===== config.mk =====
export PLATFORM = sky130hd
export DESIGN_NAME = music_player_top
export DESIGN_NICKNAME = d
export VERILOG_FILES = /design/src/logic/music_pkg.sv /design/src/logic/beat_timer.sv /design/src/logic/music_player_top.sv /design/src/logic/note_player.sv /design/src/logic/song_reader.sv /design/src/logic/song_rom.sv
export VERILOG_INCLUDE_DIRS = /design/src /design/src/logic
export SDC_FILE = /design/constraint.sdc
export NUM_CORES = 1
export LEC_CHECK = 0
export ABC_AREA = 1
export BUFFER_PORTS_ARGS = -buffer_cell sky130_fd_sc_hd__buf_4
export CORE_UTILIZATION = 50
export DETAILED_ROUTE_END_ITERATION = 7
export PLACE_DENSITY = 0.75
export RECOVER_POWER = 100
export SYNTH_ARGS = -nofsm -noshare
export SYNTH_HDL_FRONTEND = slang
export SYNTH_SLANG_ARGS = --single-unit

===== constraint.sdc =====
create_clock -name clk -period 2.8 [get_ports clk]
set_clock_uncertainty 0.15 [all_clocks]
set_input_delay 0 -clock clk [delete_from_list [all_inputs] [get_ports clk]]
set_output_delay 0 -clock clk [all_outputs]
set_load 0.02 [all_outputs]

===== src/logic/music_params.svh =====
`ifndef MUSIC_PARAMS_SVH
`define MUSIC_PARAMS_SVH

// --------------------
// field widths
// --------------------
`define SONG_WIDTH      2
`define NOTE_WIDTH      6
`define DURATION_WIDTH  6
`define TIMBRE_WIDTH    3

// 32 notes per song
`define NOTES_PER_SONG_LOG 5

// rom geometry, song number on top of the note number
`define ROM_ADDR_WIDTH  (`SONG_WIDTH + `NOTES_PER_SONG_LOG)
`define ROM_WORD_WIDTH  16

// --------------------
// timing
// --------------------
// clock cycles per beat
`define BEAT_CYCLES 1000

`endif


===== src/logic/music_pkg.sv =====
`include "music_params.svh"

package music_pkg;

    typedef logic [`SONG_WIDTH-1:0]     song_sel_t;
    // note 0 is silence
    typedef logic [`NOTE_WIDTH-1:0]     note_t;
    // length in beats
    typedef logic [`DURATION_WIDTH-1:0] duration_t;
    // voice select
    typedef logic [`TIMBRE_WIDTH-1:0]   timbre_t;

    // rom word layout
    //   [15]    sounding flag
    //   [14:9]  note
    //   [8:3]   duration
    //   [2:0]   timbre

    // reader fsm states
    typedef enum logic [2:0] {
        paused            = 3'b000,
        wait_note         = 3'b001,
        increment_address = 3'b010,
        retrieve_note     = 3'b011,
        new_note_ready    = 3'b100
    } reader_state_t;

endpackage


===== src/logic/beat_timer.sv =====
`timescale 1ns/100ps
`include "music_params.svh"

module beat_timer #(
    parameter int beat_period = `BEAT_CYCLES
) (
    input  logic clk,
    input  logic rst_n,
    output logic beat
);

    localparam int cnt_width = (beat_period > 1) ? $clog2(beat_period) : 1;
    localparam logic [cnt_width-1:0] last_count = cnt_width'(beat_period - 1);

    logic [cnt_width-1:0] cnt;

    // free running, wraps at beat_period - 1
    always_ff @(posedge clk or negedge rst_n) begin
        if (!rst_n) begin
            cnt <= '0;
        end else if (cnt == last_count) begin
            cnt <= '0;
        end else begin
            cnt <= cnt + 1'b1;
        end
    end

    // registered strobe, so the first beat lands beat_period cycles after reset
    always_ff @(posedge clk or negedge rst_n) begin
        if (!rst_n) begin
            beat <= 1'b0;
        end else begin
            beat <= (cnt == last_count);
        end
    end

endmodule


===== src/logic/music_player_top.sv =====
`timescale 1ns/100ps
`include "music_params.svh"

module music_player_top #(
    parameter int beat_period = `BEAT_CYCLES
) (
    input  logic                 clk,
    input  logic                 rst_n,
    input  logic                 play,
    input  music_pkg::song_sel_t song,
    output music_pkg::note_t     note,
    output music_pkg::duration_t duration,
    output music_pkg::timbre_t   timbre,
    output logic                 sounding,
    output logic                 new_note,
    output logic                 song_done
);

    logic beat;
    logic note_done;
    logic [`ROM_ADDR_WIDTH-1:0] rom_addr;
    logic [`ROM_WORD_WIDTH-1:0] rom_word;

    beat_timer #(
        .beat_period(beat_period)
    ) u_timer (
        .clk  (clk),
        .rst_n(rst_n),
        .beat (beat)
    );

    song_reader u_reader (
        .clk      (clk),
        .rst_n    (rst_n),
        .play     (play),
        .song     (song),
        .note_done(note_done),
        .rom_word (rom_word),
        .rom_addr (rom_addr),
        .new_note (new_note),
        .song_done(song_done),
        .sounding (sounding),
        .note     (note),
        .duration (duration),
        .timbre   (timbre)
    );

    song_rom u_rom (
        .clk (clk),
        .addr(rom_addr),
        .dout(rom_word)
    );

    note_player u_player (
        .clk      (clk),
        .rst_n    (rst_n),
        .new_note (new_note),
        .play     (play),
        .beat     (beat),
        .duration (duration),
        .note_done(note_done)
    );

endmodule


===== src/logic/note_player.sv =====
`timescale 1ns/100ps

module note_player (
    input  logic                 clk,
    input  logic                 rst_n,
    input  logic                 new_note,
    input  logic                 play,
    input  logic                 beat,
    input  music_pkg::duration_t duration,
    output logic                 note_done
);
    import music_pkg::*;

    duration_t beats_left;
    logic loaded;

    // beat countdown, frozen while play is low
    always_ff @(posedge clk or negedge rst_n) begin
        if (!rst_n) begin
            beats_left <= '0;
        end else if (new_note) begin
            beats_left <= duration;
        end else if (beat && play && (beats_left != '0)) begin
            beats_left <= beats_left - duration_t'(1);
        end
    end

    // --------------------
    // end of note
    // --------------------
    // loaded is armed by new_note and cleared once note_done has fired
    always_ff @(posedge clk or negedge rst_n) begin
        if (!rst_n) begin
            loaded    <= 1'b0;
            note_done <= 1'b0;
        end else begin
            note_done <= 1'b0;
            if (new_note) begin
                loaded <= 1'b1;
            end else if (loaded && (beats_left == '0)) begin
                loaded    <= 1'b0;
                note_done <= 1'b1;
            end
        end
    end

endmodule


===== src/logic/song_reader.sv =====
`timescale 1ns/100ps
`include "music_params.svh"

module song_reader (
    input  logic                       clk,
    input  logic                       rst_n,
    input  logic                       play,
    input  music_pkg::song_sel_t       song,
    input  logic                       note_done,
    input  logic [`ROM_WORD_WIDTH-1:0] rom_word,
    output logic [`ROM_ADDR_WIDTH-1:0] rom_addr,
    output logic                       new_note,
    output logic                       song_done,
    output logic                       sounding,
    output music_pkg::note_t           note,
    output music_pkg::duration_t       duration,
    output music_pkg::timbre_t         timbre
);
    import music_pkg::*;

    reader_state_t state;
    reader_state_t next_state;
    logic [`NOTES_PER_SONG_LOG-1:0] note_num;
    logic [`NOTES_PER_SONG_LOG-1:0] next_note_num;
    logic carry;
    logic advance;
    logic finished;
    logic [`ROM_WORD_WIDTH-1:0] held_word;
    logic [`ROM_WORD_WIDTH-1:0] cur_word;

    // --------------------
    // note counter
    // --------------------
    // only step on with play high, a pause here replays the note
    assign advance = (state == increment_address) && play;
    assign {carry, next_note_num} = {1'b0, note_num} + {{`NOTES_PER_SONG_LOG{1'b0}}, 1'b1};

    always_ff @(posedge clk or negedge rst_n) begin
        if (!rst_n) begin
            note_num <= '0;
        end else if (advance) begin
            note_num <= next_note_num;
        end
    end

    assign rom_addr  = {song, note_num};
    assign song_done = advance && carry;

    // song over, wait for play to be released before starting again
    always_ff @(posedge clk or negedge rst_n) begin
        if (!rst_n) begin
            finished <= 1'b0;
        end else if (!play) begin
            finished <= 1'b0;
        end else if (song_done) begin
            finished <= 1'b1;
        end
    end

    // --------------------
    // fsm
    // --------------------
    always_ff @(posedge clk or negedge rst_n) begin
        if (!rst_n) begin
            state <= paused;
        end else begin
            state <= next_state;
        end
    end

    always_comb begin
        next_state = state;
        if (!play) begin
            next_state = paused;
        end else begin
            case (state)
                paused:            if (!finished) next_state = retrieve_note;
                retrieve_note:     next_state = new_note_ready;
                new_note_ready:    next_state = wait_note;
                wait_note:         if (note_done) next_state = increment_address;
                increment_address: next_state = carry ? paused : retrieve_note;
                default:           next_state = paused;
            endcase
        end
    end

    assign new_note = (state == new_note_ready);

    // --------------------
    // note fields
    // --------------------
    // rom word is valid in new_note_ready, keep it until the next note
    always_ff @(posedge clk or negedge rst_n) begin
        if (!rst_n) begin
            held_word <= '0;
        end else if (new_note) begin
            held_word <= rom_word;
        end
    end

    assign cur_word = new_note ? rom_word : held_word;

    assign sounding = cur_word[15];
    assign note     = cur_word[14:9];
    assign duration = cur_word[8:3];
    assign timbre   = cur_word[2:0];

endmodule


===== src/logic/song_rom.sv =====
`timescale 1ns/100ps
`include "music_params.svh"

module song_rom (
    input  logic                       clk,
    input  logic [`ROM_ADDR_WIDTH-1:0] addr,
    output logic [`ROM_WORD_WIDTH-1:0] dout
);
    import music_pkg::*;

    song_sel_t song;
    logic [`NOTES_PER_SONG_LOG-1:0] idx;
    logic [`NOTE_WIDTH+`DURATION_WIDTH-1:0] entry;
    note_t base_note;
    duration_t dur;
    note_t note;
    logic [`ROM_WORD_WIDTH-1:0] word;

    assign song = addr[`ROM_ADDR_WIDTH-1:`NOTES_PER_SONG_LOG];
    assign idx  = addr[`NOTES_PER_SONG_LOG-1:0];

    // --------------------
    // shared melody, {note, beats}
    // --------------------
    always_comb begin
        case (idx)
            5'd0:    entry = {6'd20, 6'd2};
            5'd1:    entry = {6'd22, 6'd2};
            5'd2:    entry = {6'd24, 6'd4};
            5'd3:    entry = {6'd20, 6'd2};
            5'd4:    entry = {6'd25, 6'd2};
            5'd5:    entry = {6'd27, 6'd4};
            5'd6:    entry = {6'd0,  6'd1};
            5'd7:    entry = {6'd27, 6'd2};
            5'd8:    entry = {6'd29, 6'd2};
            5'd9:    entry = {6'd27, 6'd2};
            5'd10:   entry = {6'd25, 6'd2};
            5'd11:   entry = {6'd24, 6'd4};
            5'd12:   entry = {6'd22, 6'd2};
            5'd13:   entry = {6'd24, 6'd2};
            5'd14:   entry = {6'd20, 6'd8};
            5'd15:   entry = {6'd0,  6'd2};
            5'd16:   entry = {6'd32, 6'd1};
            5'd17:   entry = {6'd31, 6'd1};
            5'd18:   entry = {6'd29, 6'd2};
            5'd19:   entry = {6'd27, 6'd2};
            5'd20:   entry = {6'd29, 6'd4};
            5'd21:   entry = {6'd25, 6'd2};
            5'd22:   entry = {6'd24, 6'd2};
            5'd23:   entry = {6'd22, 6'd4};
            5'd24:   entry = {6'd20, 6'd3};
            5'd25:   entry = {6'd22, 6'd1};
            5'd26:   entry = {6'd24, 6'd2};
            5'd27:   entry = {6'd25, 6'd2};
            5'd28:   entry = {6'd24, 6'd3};
            5'd29:   entry = {6'd22, 6'd1};
            5'd30:   entry = {6'd20, 6'd6};
            default: entry = {6'd0,  6'd4};
        endcase
    end

    assign base_note = entry[`NOTE_WIDTH+`DURATION_WIDTH-1:`DURATION_WIDTH];
    assign dur       = entry[`DURATION_WIDTH-1:0];

    // each song is the melody transposed up by 3 steps per song number
    // rests stay at 0
    assign note = (base_note == '0) ? '0 : base_note + note_t'(song) * note_t'(3);

    // sounding, note, duration, timbre
    assign word = {(base_note != '0), note, dur, timbre_t'(song)};

    always_ff @(posedge clk) begin
        dout <= word;
    end

endmodule


==> results.ini, run 1 <==
[sta]
period_minus_slack_ps=2830
hold_violations=0
finalSetupTns_ps=-53.9
worst_pin_slew_ps=1100
rsz0062_at_grt=true
setup_slack_ps=-34.6
whs_ps=242
min_period_over_period=1.01
setup_viol_count_final=2
fmax_ghz=0.353
max_slew_margin=0.268
drv_slew=0

[synth]
yosys.area_share.adder=0.0783
synth_xor_area_frac=0.0301
yosysTopAreaCell=dfrtp_1
syn_area_per_cell_um2=8.13
synth_top_area_frac=0.378
synth-edff-count=0
syn_area_um2=2910
synthSimpleGateAreaFrac=0.266
syn_nets=380
ys_seq_area_frac=0.468
synth.distinct_cells=37
synth_compound_area_frac=0.0778
synthTopCellsByArea=dfrtp_1, nand2_1, dfxtp_1
ys.flop_type=dfrtp_1
ys_seq_elements=57
synth_mux_area_frac=0
syn_inst=358
async_flop_share=0.772
synth_top_family_by_area=simple AND/OR/NAND/NOR gates
yosysWarnings=0

[clock_network]
cts_tree=done
cts_buffer_depth=2
numCtsBuffers=9
cts.sinks=57
clk_latency_ps=340
cts.htree.levels=3
cts_root_buf=clkbuf_8
clkTransAtPathRegs_ps=70

[pwr]
power_leakage_uw=0.00184
p_total_uw=4280
peakVddDrop_v=0.000854
p_per_area_nw_per_um2=1180

[grt]
grt_usage=0.217
grt.overflow.total=0
grt_pass1_vias=2289
grt_max_degree=45
grt_pass1_wl_mm=10.3
antenna_found_initial=0

[setup_path]
critPathMaxFanout=4
worstSetupEndpointType=flop
crit_family=adder cells
timing.rr.start=u_reader.note_num[1]
reg2reg_slack_ps=-30
reg2reg_depth=14
crit_buf_inv=3
cp_cell_sequence=inv_2, ha_4, or2_4, nand3_2, nand2_2, nand2_2, fa_1, inv_1, ha_2, inv_2, fa_2, nor2_1, o21ai_1, xnor2_1
rr_endpoint=u_rom.dout[14]
required_ps=2860
crit_slowest_cell=fa_1
worstSetupStartpointType=flop
slowest_delay_ps=420
worstPathArrival_ps=2900
crit_type=reg -> reg

[floorplanning]
pin_count=23
die_x_um=78.3
start_util=0.525
dieArea_um2=6130
die_y_um=78.3
core_um2=5540
core.rowCount=27

[final_layout]
final_nets=437
final_common_cell=nand2_1
final_cell_mix=nand2_1, buf_4, dfrtp_1
area_growth_syn_to_layout_pct=25.2
antenna_cells=0
drive_gt1_frac=0.243

[outcome]
violations=setup timing
status=complete, but fails checks

[route]
drtPass1Iterations=4
post_drt_via_cell_ratio=5.01
routed_wl_mm=6.25
drt_iter0_drc=131
vias=2467
ant_nets=0
wire_per_inst_um=12.7
route.detailed.drc=0

[hold_path]
holdPathEnd=u_rom.dout[0]
hold_depth=2
holdCritStartpoint=song[0]
hp-class=in -> reg

[place]
gp_congestion=0.968
dp_hpwl_mm=4.15
numPortBuffers=22

[run]
cap_violations=0

cells by family (layout without fill, tap and decap cells):
| family | after synthesis | in the layout |
|---|---|---|
| xor gates and xnor gates | 10 | 10 |
| and+or+nand+nor | 179 | 179 |
| AOI/OAI and AO/OA | 40 | 40 |
| buffers and inverters | 55 | 117 |
| DFF | 57 | 57 |
| adders and majority gates | 17 | 17 |
power breakdown:
| group | internal, µW | switching [µW] |
|---|---|---|
| clock | 432 | 334 |
| sequential | 1070 | 151 |
| combinational | 1010 | 1280 |
| total | 2520 | 1760 |
worst register-to-register path: stages (launching register included):
cell	delay [ps]
dfrtp_1	410
inv_2	100
ha_4	170
or2_4	240
nand3_2	80
nand2_2	60
nand2_2	80
fa_1	420
inv_1	70
ha_2	200
inv_2	50
fa_2	380
nor2_1	90
o21ai_1	90
xnor2_1	130
cell type report:
type                            count  area [µm²]
Multi-Input combinational cell    246        1410
Clock buffer                       11         141
Timing Repair Buffer               53         405
Sequential cell                    57        1360
Fill cell                         432        1900
Inverter                           48         180
Tap cell                           72        90.1
Clock inverter                      5        55.1
repair_timing:
item | in CTS | in global routing
resized for setup | 1 | 28
setup endpoints to repair | 1 | 4
endpoints found under the hold margin | 52 | 0
setup buffers | 1 | 9
pin swaps | 0 | 14
gates cloned | 0 | 0
hold buffers | 4 | 0
through the flow:
stage | instance area (µm²) | worst slack (ps) | utilization | cells
after floorplan | 2910 | 10.4 | - | 358
after global placement | 3240 | 8.10 | 0.585 | 462
after detailed placement | 3240 | -69.7 | 0.585 | 462
after CTS | 3490 | 4.57 | 0.630 | 483
after global routing | 3640 | -157 | 0.658 | 492
final | 3640 | -34.6 | 0.658 | 492
routing by layer:
metal  routed length, µm  global-route usage  vias up  part of all wire
li1                    -                   -     1244                 -
met1                2940               0.296     1143              0.47
met2                2900               0.327       59              0.46
met3                 225              0.0419       21             0.036
met4                 176               0.109        0             0.028
met5                   0                   0        -                 0
synthesized netlist by cell type, types with 2 or more instances:
master and number:
nand2_1 101, dfrtp_1 44, inv_1 44, nor2_1 30
nand3_1 25, o21ai_0 24, ha_1 15, dfxtp_1 13
xor2_1 8, a21oi_1 6, nor3_1 6, inv_2 4
nor2_2 3, nor3_2 3, o21a_1 3, buf_2 2
buf_4 2, buf_6 2, fa_1 2, nand2_2 2
or2_2 2, xnor2_1 2
worst max-delay path by stage:
stage | start | to | slack (ps) | cells past startpoint
global placement | u_reader.note_num[1] | u_rom.dout[14] | 8 | 14
global route | u_reader.note_num[0] | u_rom.dout[14] | -160 | 14
floorplan | u_reader.note_num[1] | u_rom.dout[14] | 10 | 14
detailed placement | u_reader.note_num[1] | u_rom.dout[14] | -70 | 14
finish | u_reader.note_num[1] | u_rom.dout[14] | -30 | 14
CTS | u_reader.note_num[1] | u_rom.dout[14] | 5 | 14
sequential cells by signal, indices dropped and copies added, names as in the netlist:
signal and count:
u_player.beats_left 6, u_rom.dout 13, u_player.note_done 1, u_reader.held_word 16, u_reader.note_num 5, u_reader.finished 1, u_player.loaded 1, u_reader.state 3
u_timer.cnt 10, u_timer.beat 1
Power figures use the tool's default switching activity.
==> inputs of run 2 (changes only) <==
--- a/config.mk
+++ b/config.mk
@@ -8,9 +8,9 @@
 export LEC_CHECK = 0
 export ABC_AREA = 1
 export BUFFER_PORTS_ARGS = -buffer_cell sky130_fd_sc_hd__buf_4
-export CORE_UTILIZATION = 50
+export CORE_UTILIZATION = 54
 export DETAILED_ROUTE_END_ITERATION = 7
-export PLACE_DENSITY = 0.75
+export PLACE_DENSITY = 0.87
 export RECOVER_POWER = 100
 export SYNTH_ARGS = -nofsm -noshare
 export SYNTH_HDL_FRONTEND = slang
==> results.ini, run 2 (synthesis gave the netlist of run 1 again) <==
[outcome]
status=complete, but fails checks  ; unchanged
violations=setup timing  ; unchanged

[clock_network]
cts.sinks=57  ; unchanged
numCtsBuffers=9  ; unchanged
cts.htree.levels=3  ; unchanged
clkTransAtPathRegs_ps=60  ; was 70 ps
cts_tree=done  ; unchanged
cts_buffer_depth=2  ; unchanged
cts_root_buf=clkbuf_8  ; unchanged
clk_latency_ps=330  ; was 340 ps

[setup_path]
critPathMaxFanout=4  ; unchanged
crit_type=reg -> reg  ; unchanged
timing.rr.start=u_reader.note_num[0]  ; was u_reader.note_num[1]
reg2reg_slack_ps=-9  ; was -30 ps
reg2reg_depth=13  ; was 14
worstSetupEndpointType=flop  ; unchanged
rr_endpoint=u_rom.dout[14]  ; unchanged
worstSetupStartpointType=flop  ; unchanged
worstPathArrival_ps=2860  ; was 2900 ps
required_ps=2850  ; was 2860 ps

[route]
top_layer=met4  ; unchanged
ant_nets=0  ; unchanged
dr_wl_met2_mm=3.47  ; was 2.90 mm
routed_wl_mm=6.72  ; was 6.25 mm
post_drt_via_cell_ratio=5.15  ; was 5.01
drtPass1Iterations=7  ; was 4
wl_met1_mm=2.84  ; was 2.94 mm
dr_wl_met3_um=304  ; was 225 µm
vias=2500  ; was 2,467
wire_per_inst_um=13.8  ; was 12.7 µm
route.detailed.drc=0  ; unchanged
drt_iter0_drc=177  ; was 131

[final_layout]
final_common_cell=nand2_1  ; unchanged
final_nets=432  ; was 437
drive_gt1_frac=0.241  ; was 0.243
fin_area_um2=3670  ; was 3640 µm²
final_cell_mix=nand2_1, buf_4, dfrtp_1  ; unchanged
top_regs=u_reader.held_word (16), u_rom.dout (13), u_timer.cnt (10)  ; unchanged
antenna_cells=0  ; unchanged
regMostFlops=u_reader.held_word  ; unchanged
largest_reg_flops=16  ; unchanged
fin_util=0.713  ; was 0.658
area_growth_syn_to_layout_pct=26.0  ; was 25.2%
final_cells=485  ; was 492

[floorplanning]
start_util=0.566  ; was 0.525
dieArea_um2=5680  ; was 6130 µm²
die_y_um=75.4  ; was 78.3 µm
core.rowCount=26  ; was 27
core_um2=5140  ; was 5540 µm²
pin_count=23  ; unchanged
die_x_um=75.4  ; was 78.3 µm

[sta]
max_slew_margin=0.275  ; was 0.268
setup_slack_ps=-9.13  ; was -34.6 ps
drv_slew=0  ; unchanged
hold_violations=0  ; unchanged
period_minus_slack_ps=2810  ; was 2830 ps
fmax_ghz=0.356  ; was 0.353 GHz
worst_pin_slew_ps=1090  ; was 1100 ps
setup_viol_count_final=1  ; was 2
whs_ps=214  ; was 242 ps
min_period_over_period=1.00  ; was 1.01
rsz0062_at_grt=true  ; unchanged

[grt]
grt_pass1_wl_mm=9.89  ; was 10.3 mm
grt_max_degree=45  ; unchanged
grt_pass1_vias=2287  ; was 2,289
antenna_found_initial=0  ; unchanged
grt_usage=0.237  ; was 0.217
grt.overflow.total=0  ; unchanged

[pwr]
p_per_area_nw_per_um2=1230  ; was 1180 nW/µm²
peakVddDrop_v=0.00109  ; was 0.000854 V
power_leakage_uw=0.00184  ; about the same

[hold_path]
holdCritStartpoint=song[0]  ; unchanged
holdPathEnd=u_rom.dout[0]  ; unchanged
hold_depth=2  ; unchanged
hp-class=in -> reg  ; unchanged

[place]
dpl_cell_area_um2=3230  ; was 3240 µm²
gp_congestion=0.955  ; was 0.968
place_inst=459  ; was 462
numPortBuffers=22  ; unchanged
dp_hpwl_mm=4.28  ; was 4.15 mm

[run]
cap_violations=0  ; unchanged

## run 2: worst max-delay path, cell delays in order (launching register included)
cell and delay [ps]:
dfrtp_2 470, ha_4 190, or2_4 240, nand3_2 90, nand2_2 50, nand2_2 70, fa_1 450, inv_2 90
ha_4 150, inv_2 40, fa_2 370, nor2_4 120, o21ai_2 60, xnor2_1 140
## run 2: per-stage QoR
stage	power [µW]	worst slack, ps	setup TNS, ps
2_1_floorplan	2570	10.4	0
3_3_place_gp	3090	2.76	0
3_5_place_dp	3170	-104	-104
4_1_cts	4170	-0.194	-0.194
5_1_grt	4820	-92.7	-151
6_report	4520	-9.13	-9.13
## run 2: final cells by class
cell class | count | area [µm²]
Clock buffer | 14 | 163
Clock inverter | 2 | 60.1
Fill cell | 396 | 1470
Inverter | 48 | 185
Multi-Input combinational cell | 246 | 1430
Sequential cell | 57 | 1370
Tap cell | 70 | 87.6
Timing Repair Buffer | 48 | 372
## run 2: how the worst max path moves through the flow
stage / startpoint / to / slack (ps) / depth (start not counted)
6_report: u_reader.note_num[0] / u_rom.dout[14] / -9 / 13
5_1_grt: u_reader.note_num[0] / u_rom.dout[14] / -90 / 15
4_1_cts: u_reader.note_num[1] / u_rom.dout[14] / -0.2 / 14
3_5_place_dp: u_reader.note_num[1] / u_rom.dout[14] / -100 / 14
3_3_place_gp: u_reader.note_num[1] / u_rom.dout[14] / 3 / 14
2_1_floorplan: u_reader.note_num[1] / u_rom.dout[14] / 10 / 14
## run 2: what timing repair did
action / 4_1_cts / 5_1_grt
endpoints found under the setup margin: 2 / 4
hold endpoints to repair: 52 / 0
pin swaps: 10 / 9
resized for setup: 15 / 17
buffers inserted: 4 / 2
hold buffers: 4 / 0
## run 2: power by group
group | switching (µW) | internal [µW] | leakage [µW]
Sequential | 155 | 1070 | 0.000671
Combinational | 1390 | 1040 | 0.00106
Clock | 305 | 551 | 0.000111
## run 2: layer usage
layer / vias to the layer above / global-route usage
met1: 1182 / 0.290
met5: - / 0
li1: 1237 / -
met3: 15 / 0.0807
met2: 66 / 0.387
met4: 0 / 0.0905
==> inputs of run 3 (changes only) <==
--- a/config.mk
+++ b/config.mk
@@ -10,8 +10,9 @@
 export BUFFER_PORTS_ARGS = -buffer_cell sky130_fd_sc_hd__buf_4
 export CORE_UTILIZATION = 54
 export DETAILED_ROUTE_END_ITERATION = 7
-export PLACE_DENSITY = 0.87
+export PLACE_DENSITY = 0.86
 export RECOVER_POWER = 100
 export SYNTH_ARGS = -nofsm -noshare
 export SYNTH_HDL_FRONTEND = slang
+export SYNTH_HIERARCHICAL = 1
 export SYNTH_SLANG_ARGS = --single-unit
==> results.ini, run 3 <==
[grt]
antenna_found_initial=0  ; unchanged
grt_usage=0.242  ; was 0.237
grt.overflow.total=0  ; unchanged
grt_pass1_vias=2569  ; was 2,287
grt_max_degree=45  ; unchanged
grt_pass1_wl_mm=11.6  ; was 9.89 mm

[clock_network]
clkTransAtPathRegs_ps=60  ; about the same
cts_root_buf=clkbuf_8  ; unchanged
cts_buffer_depth=2  ; unchanged
clk_latency_ps=340  ; was 330 ps
cts.sinks=57  ; unchanged
cts_tree=done  ; unchanged
numCtsBuffers=9  ; unchanged
cts.htree.levels=3  ; unchanged

[synth]
synth-edff-count=0  ; unchanged
syn_area_per_cell_um2=7.95  ; was 8.13 µm²
synthTopCellsByArea=dfrtp_1, nand2_1, dfxtp_1  ; unchanged
synth_top_family_by_area=simple AND/OR/NAND/NOR gates  ; unchanged
async_flop_share=0.772  ; unchanged
synth.most_common_cell=nand2_1  ; unchanged
ys_seq_elements=57  ; unchanged
yosysWarnings=6  ; was 0
synth_xor_area_frac=0.0191  ; was 0.0301
yosys.area_share.adder=0.0749  ; was 0.0783
synth.distinct_cells=40  ; was 37
yosysTopAreaCell=dfrtp_1  ; unchanged
synth_top_area_frac=0.343  ; was 0.378
synth_mux_area_frac=0  ; unchanged
syn_inst=403  ; was 358
ys.flop_type=dfrtp_1  ; unchanged
synthSimpleGateAreaFrac=0.325  ; was 0.266
synth_compound_area_frac=0.0628  ; was 0.0778
yosys-top-cells-count=nand2_1, dfrtp_1, inv_1  ; unchanged
ys_seq_area_frac=0.425  ; was 0.468
syn_area_um2=3210  ; was 2910 µm²

[final_layout]
final_cell_mix=nand2_1, dfrtp_1, inv_1  ; was nand2_1, buf_4, dfrtp_1
top_regs=u_reader/held_word (16), u_rom/dout (13), u_timer/cnt (10)  ; was u_reader.held_word (16), u_rom.dout (13), u_timer.cnt (10)
final_common_cell=nand2_1  ; unchanged
fin_area_um2=3520  ; was 3670 µm²
largest_reg_flops=16  ; unchanged
regMostFlops=u_reader/held_word  ; was u_reader.held_word
area_growth_syn_to_layout_pct=9.95  ; was 26.0%
fin_util=0.629  ; was 0.713
drive_gt1_frac=0.121  ; was 0.241
final_nets=464  ; was 432
antenna_cells=0  ; unchanged

[hold_path]
hp-class=in -> reg  ; unchanged

[setup_path]
worstPathArrival_ps=2780  ; was 2860 ps
critPathMaxFanout=4  ; unchanged
required_ps=2930  ; was 2850 ps
crit_type=reg -> reg  ; unchanged
worstSetupStartpointType=flop  ; unchanged
worstSetupEndpointType=flop  ; unchanged

[floorplanning]
die_y_um=79.0  ; was 75.4 µm
core.rowCount=27  ; was 26
start_util=0.572  ; was 0.566
die_x_um=79.0  ; was 75.4 µm
pin_count=23  ; unchanged
core_um2=5610  ; was 5140 µm²
dieArea_um2=6250  ; was 5680 µm²

[pwr]
switching_share=0.430  ; was 0.410
p_per_area_nw_per_um2=1020  ; was 1230 nW/µm²
p_clk_frac=0.189  ; was 0.190
p_int_uw=2060  ; was 2660 µW
seqPwrFrac=0.345  ; was 0.272
p_switching_uw=1550  ; was 1850 µW
combinationalPowerShare=0.466  ; was 0.538
peakVddDrop_v=0.000798  ; was 0.00109 V
power_leakage_uw=0.00180  ; was 0.00184 µW

[sta]
finalSetupTns_ps=0  ; was -9.13 ps
worst_pin_slew_ps=1110  ; was 1090 ps
rsz0062_at_grt=false  ; was true
fmax_ghz=0.377  ; was 0.356 GHz
drv_slew=0  ; unchanged
whs_ps=269  ; was 214 ps
min_period_over_period=0.947  ; was 1.00
hold_violations=0  ; unchanged
setup_viol_count_final=0  ; was 1
period_minus_slack_ps=2650  ; was 2810 ps
setup_slack_ps=148  ; was -9.13 ps
max_slew_margin=0.259  ; was 0.275

[place]
numPortBuffers=22  ; unchanged
dp_hpwl_mm=4.75  ; was 4.28 mm
dpl_cell_area_um2=3420  ; was 3230 µm²
gp_congestion=0.964  ; was 0.955
preCtsSetupSlack_ps=56.1  ; was -104 ps

[outcome]
status=finished clean  ; was complete, but fails checks

[route]
wire_per_inst_um=13.3  ; was 13.8 µm
route.detailed.drc=0  ; unchanged
vias=2670  ; was 2,500
post_drt_via_cell_ratio=5.15  ; about the same
drt_iter0_drc=181  ; was 177
drtPass1Iterations=5  ; was 7
routed_wl_mm=6.89  ; was 6.72 mm
ant_nets=0  ; unchanged

[run]
cap_violations=0  ; unchanged

[run 3: power groups by stage]
stage               clock network, µW  logic (µW)  registers, µW
floorplan                           0        1270           1230
global route                      732        1880           1270
detailed placement                  0        1740           1260
CTS                               697        1760           1250
finish                            681        1680           1250
global placement                    0        1690           1260
[run 3: cell families (layout without fill, tap and decap cells)]
logic type	count (synthesis)	count (layout)
xor gates and xnor gates	7	7
and+or+nand+nor	228	228
other	1	3
AOI/OAI and AO/OA	36	36
DFF	57	57
adders and majority gates	18	18
buffers and inverters	56	97
[run 3: through the flow]
step | instances | total power, µW
2_1_floorplan | 405 | 2500
3_3_place_gp | 497 | 2950
3_5_place_dp | 497 | 3000
4_1_cts | 517 | 3710
5_1_grt | 518 | 3890
6_report | 518 | 3610
[run 3: what timing repair did]
action | in CTS | in global routing
setup endpoints to repair | 0 | 4
buffers inserted | 0 | 1
resized for setup | 0 | 5
hold endpoints to repair | 56 | 0
hold buffers | 4 | 0
[run 3: layout make-up]
cell class	count	area (µm²)
repair buffers	37	206
fillers	490	2080
inverters	44	174
clock inverters	3	15.0
multi-input cells	292	1520
flip-flops and latches	57	1360
well taps	72	90.1
clock buffers	13	159
[run 3: path summary, 6_finish.rpt]
kind | from | endpoint | slack, ps | cells after the start
setup / recovery | u_reader/note_num[1] | u_rom/dout[11] | 150 | 13
hold / removal | song[0] | u_rom/dout[0] | 270 | 2
setup reg to reg | u_reader/note_num[1] | u_rom/dout[11] | 150 | 13
hold reg to reg | u_rom/dout[10] | u_reader/held_word[10] | 300 | 2
max in group asynchronous | rst_n | u_reader/note_num[0] | 1430 | 2
min in group asynchronous | rst_n | u_reader/held_word[1] | 300 | 2
[run 3: critical path: stages, from the launching register on]
cell and delay [ps]:
dfrtp_1 400, buf_4 160, ha_1 170, nand2_1 60, nand2_1 50, nor2_1 80, nor2_1 50, nand2_1 90
inv_1 60, fa_1 450, ha_2 230, fa_2 520, inv_1 40, nor2_1 90
[run 3: metal layers]
| layer | GRT usage | vias to the layer above | routed length [µm] |
|---|---|---|---|
| li1 | - | 1329 | - |
| met1 | 0.297 | 1266 | 3180 |
| met5 | 0 | - | 0 |
| met3 | 0.0552 | 6 | 283 |
| met2 | 0.409 | 69 | 3350 |
| met4 | 0.100 | 0 | 78 |
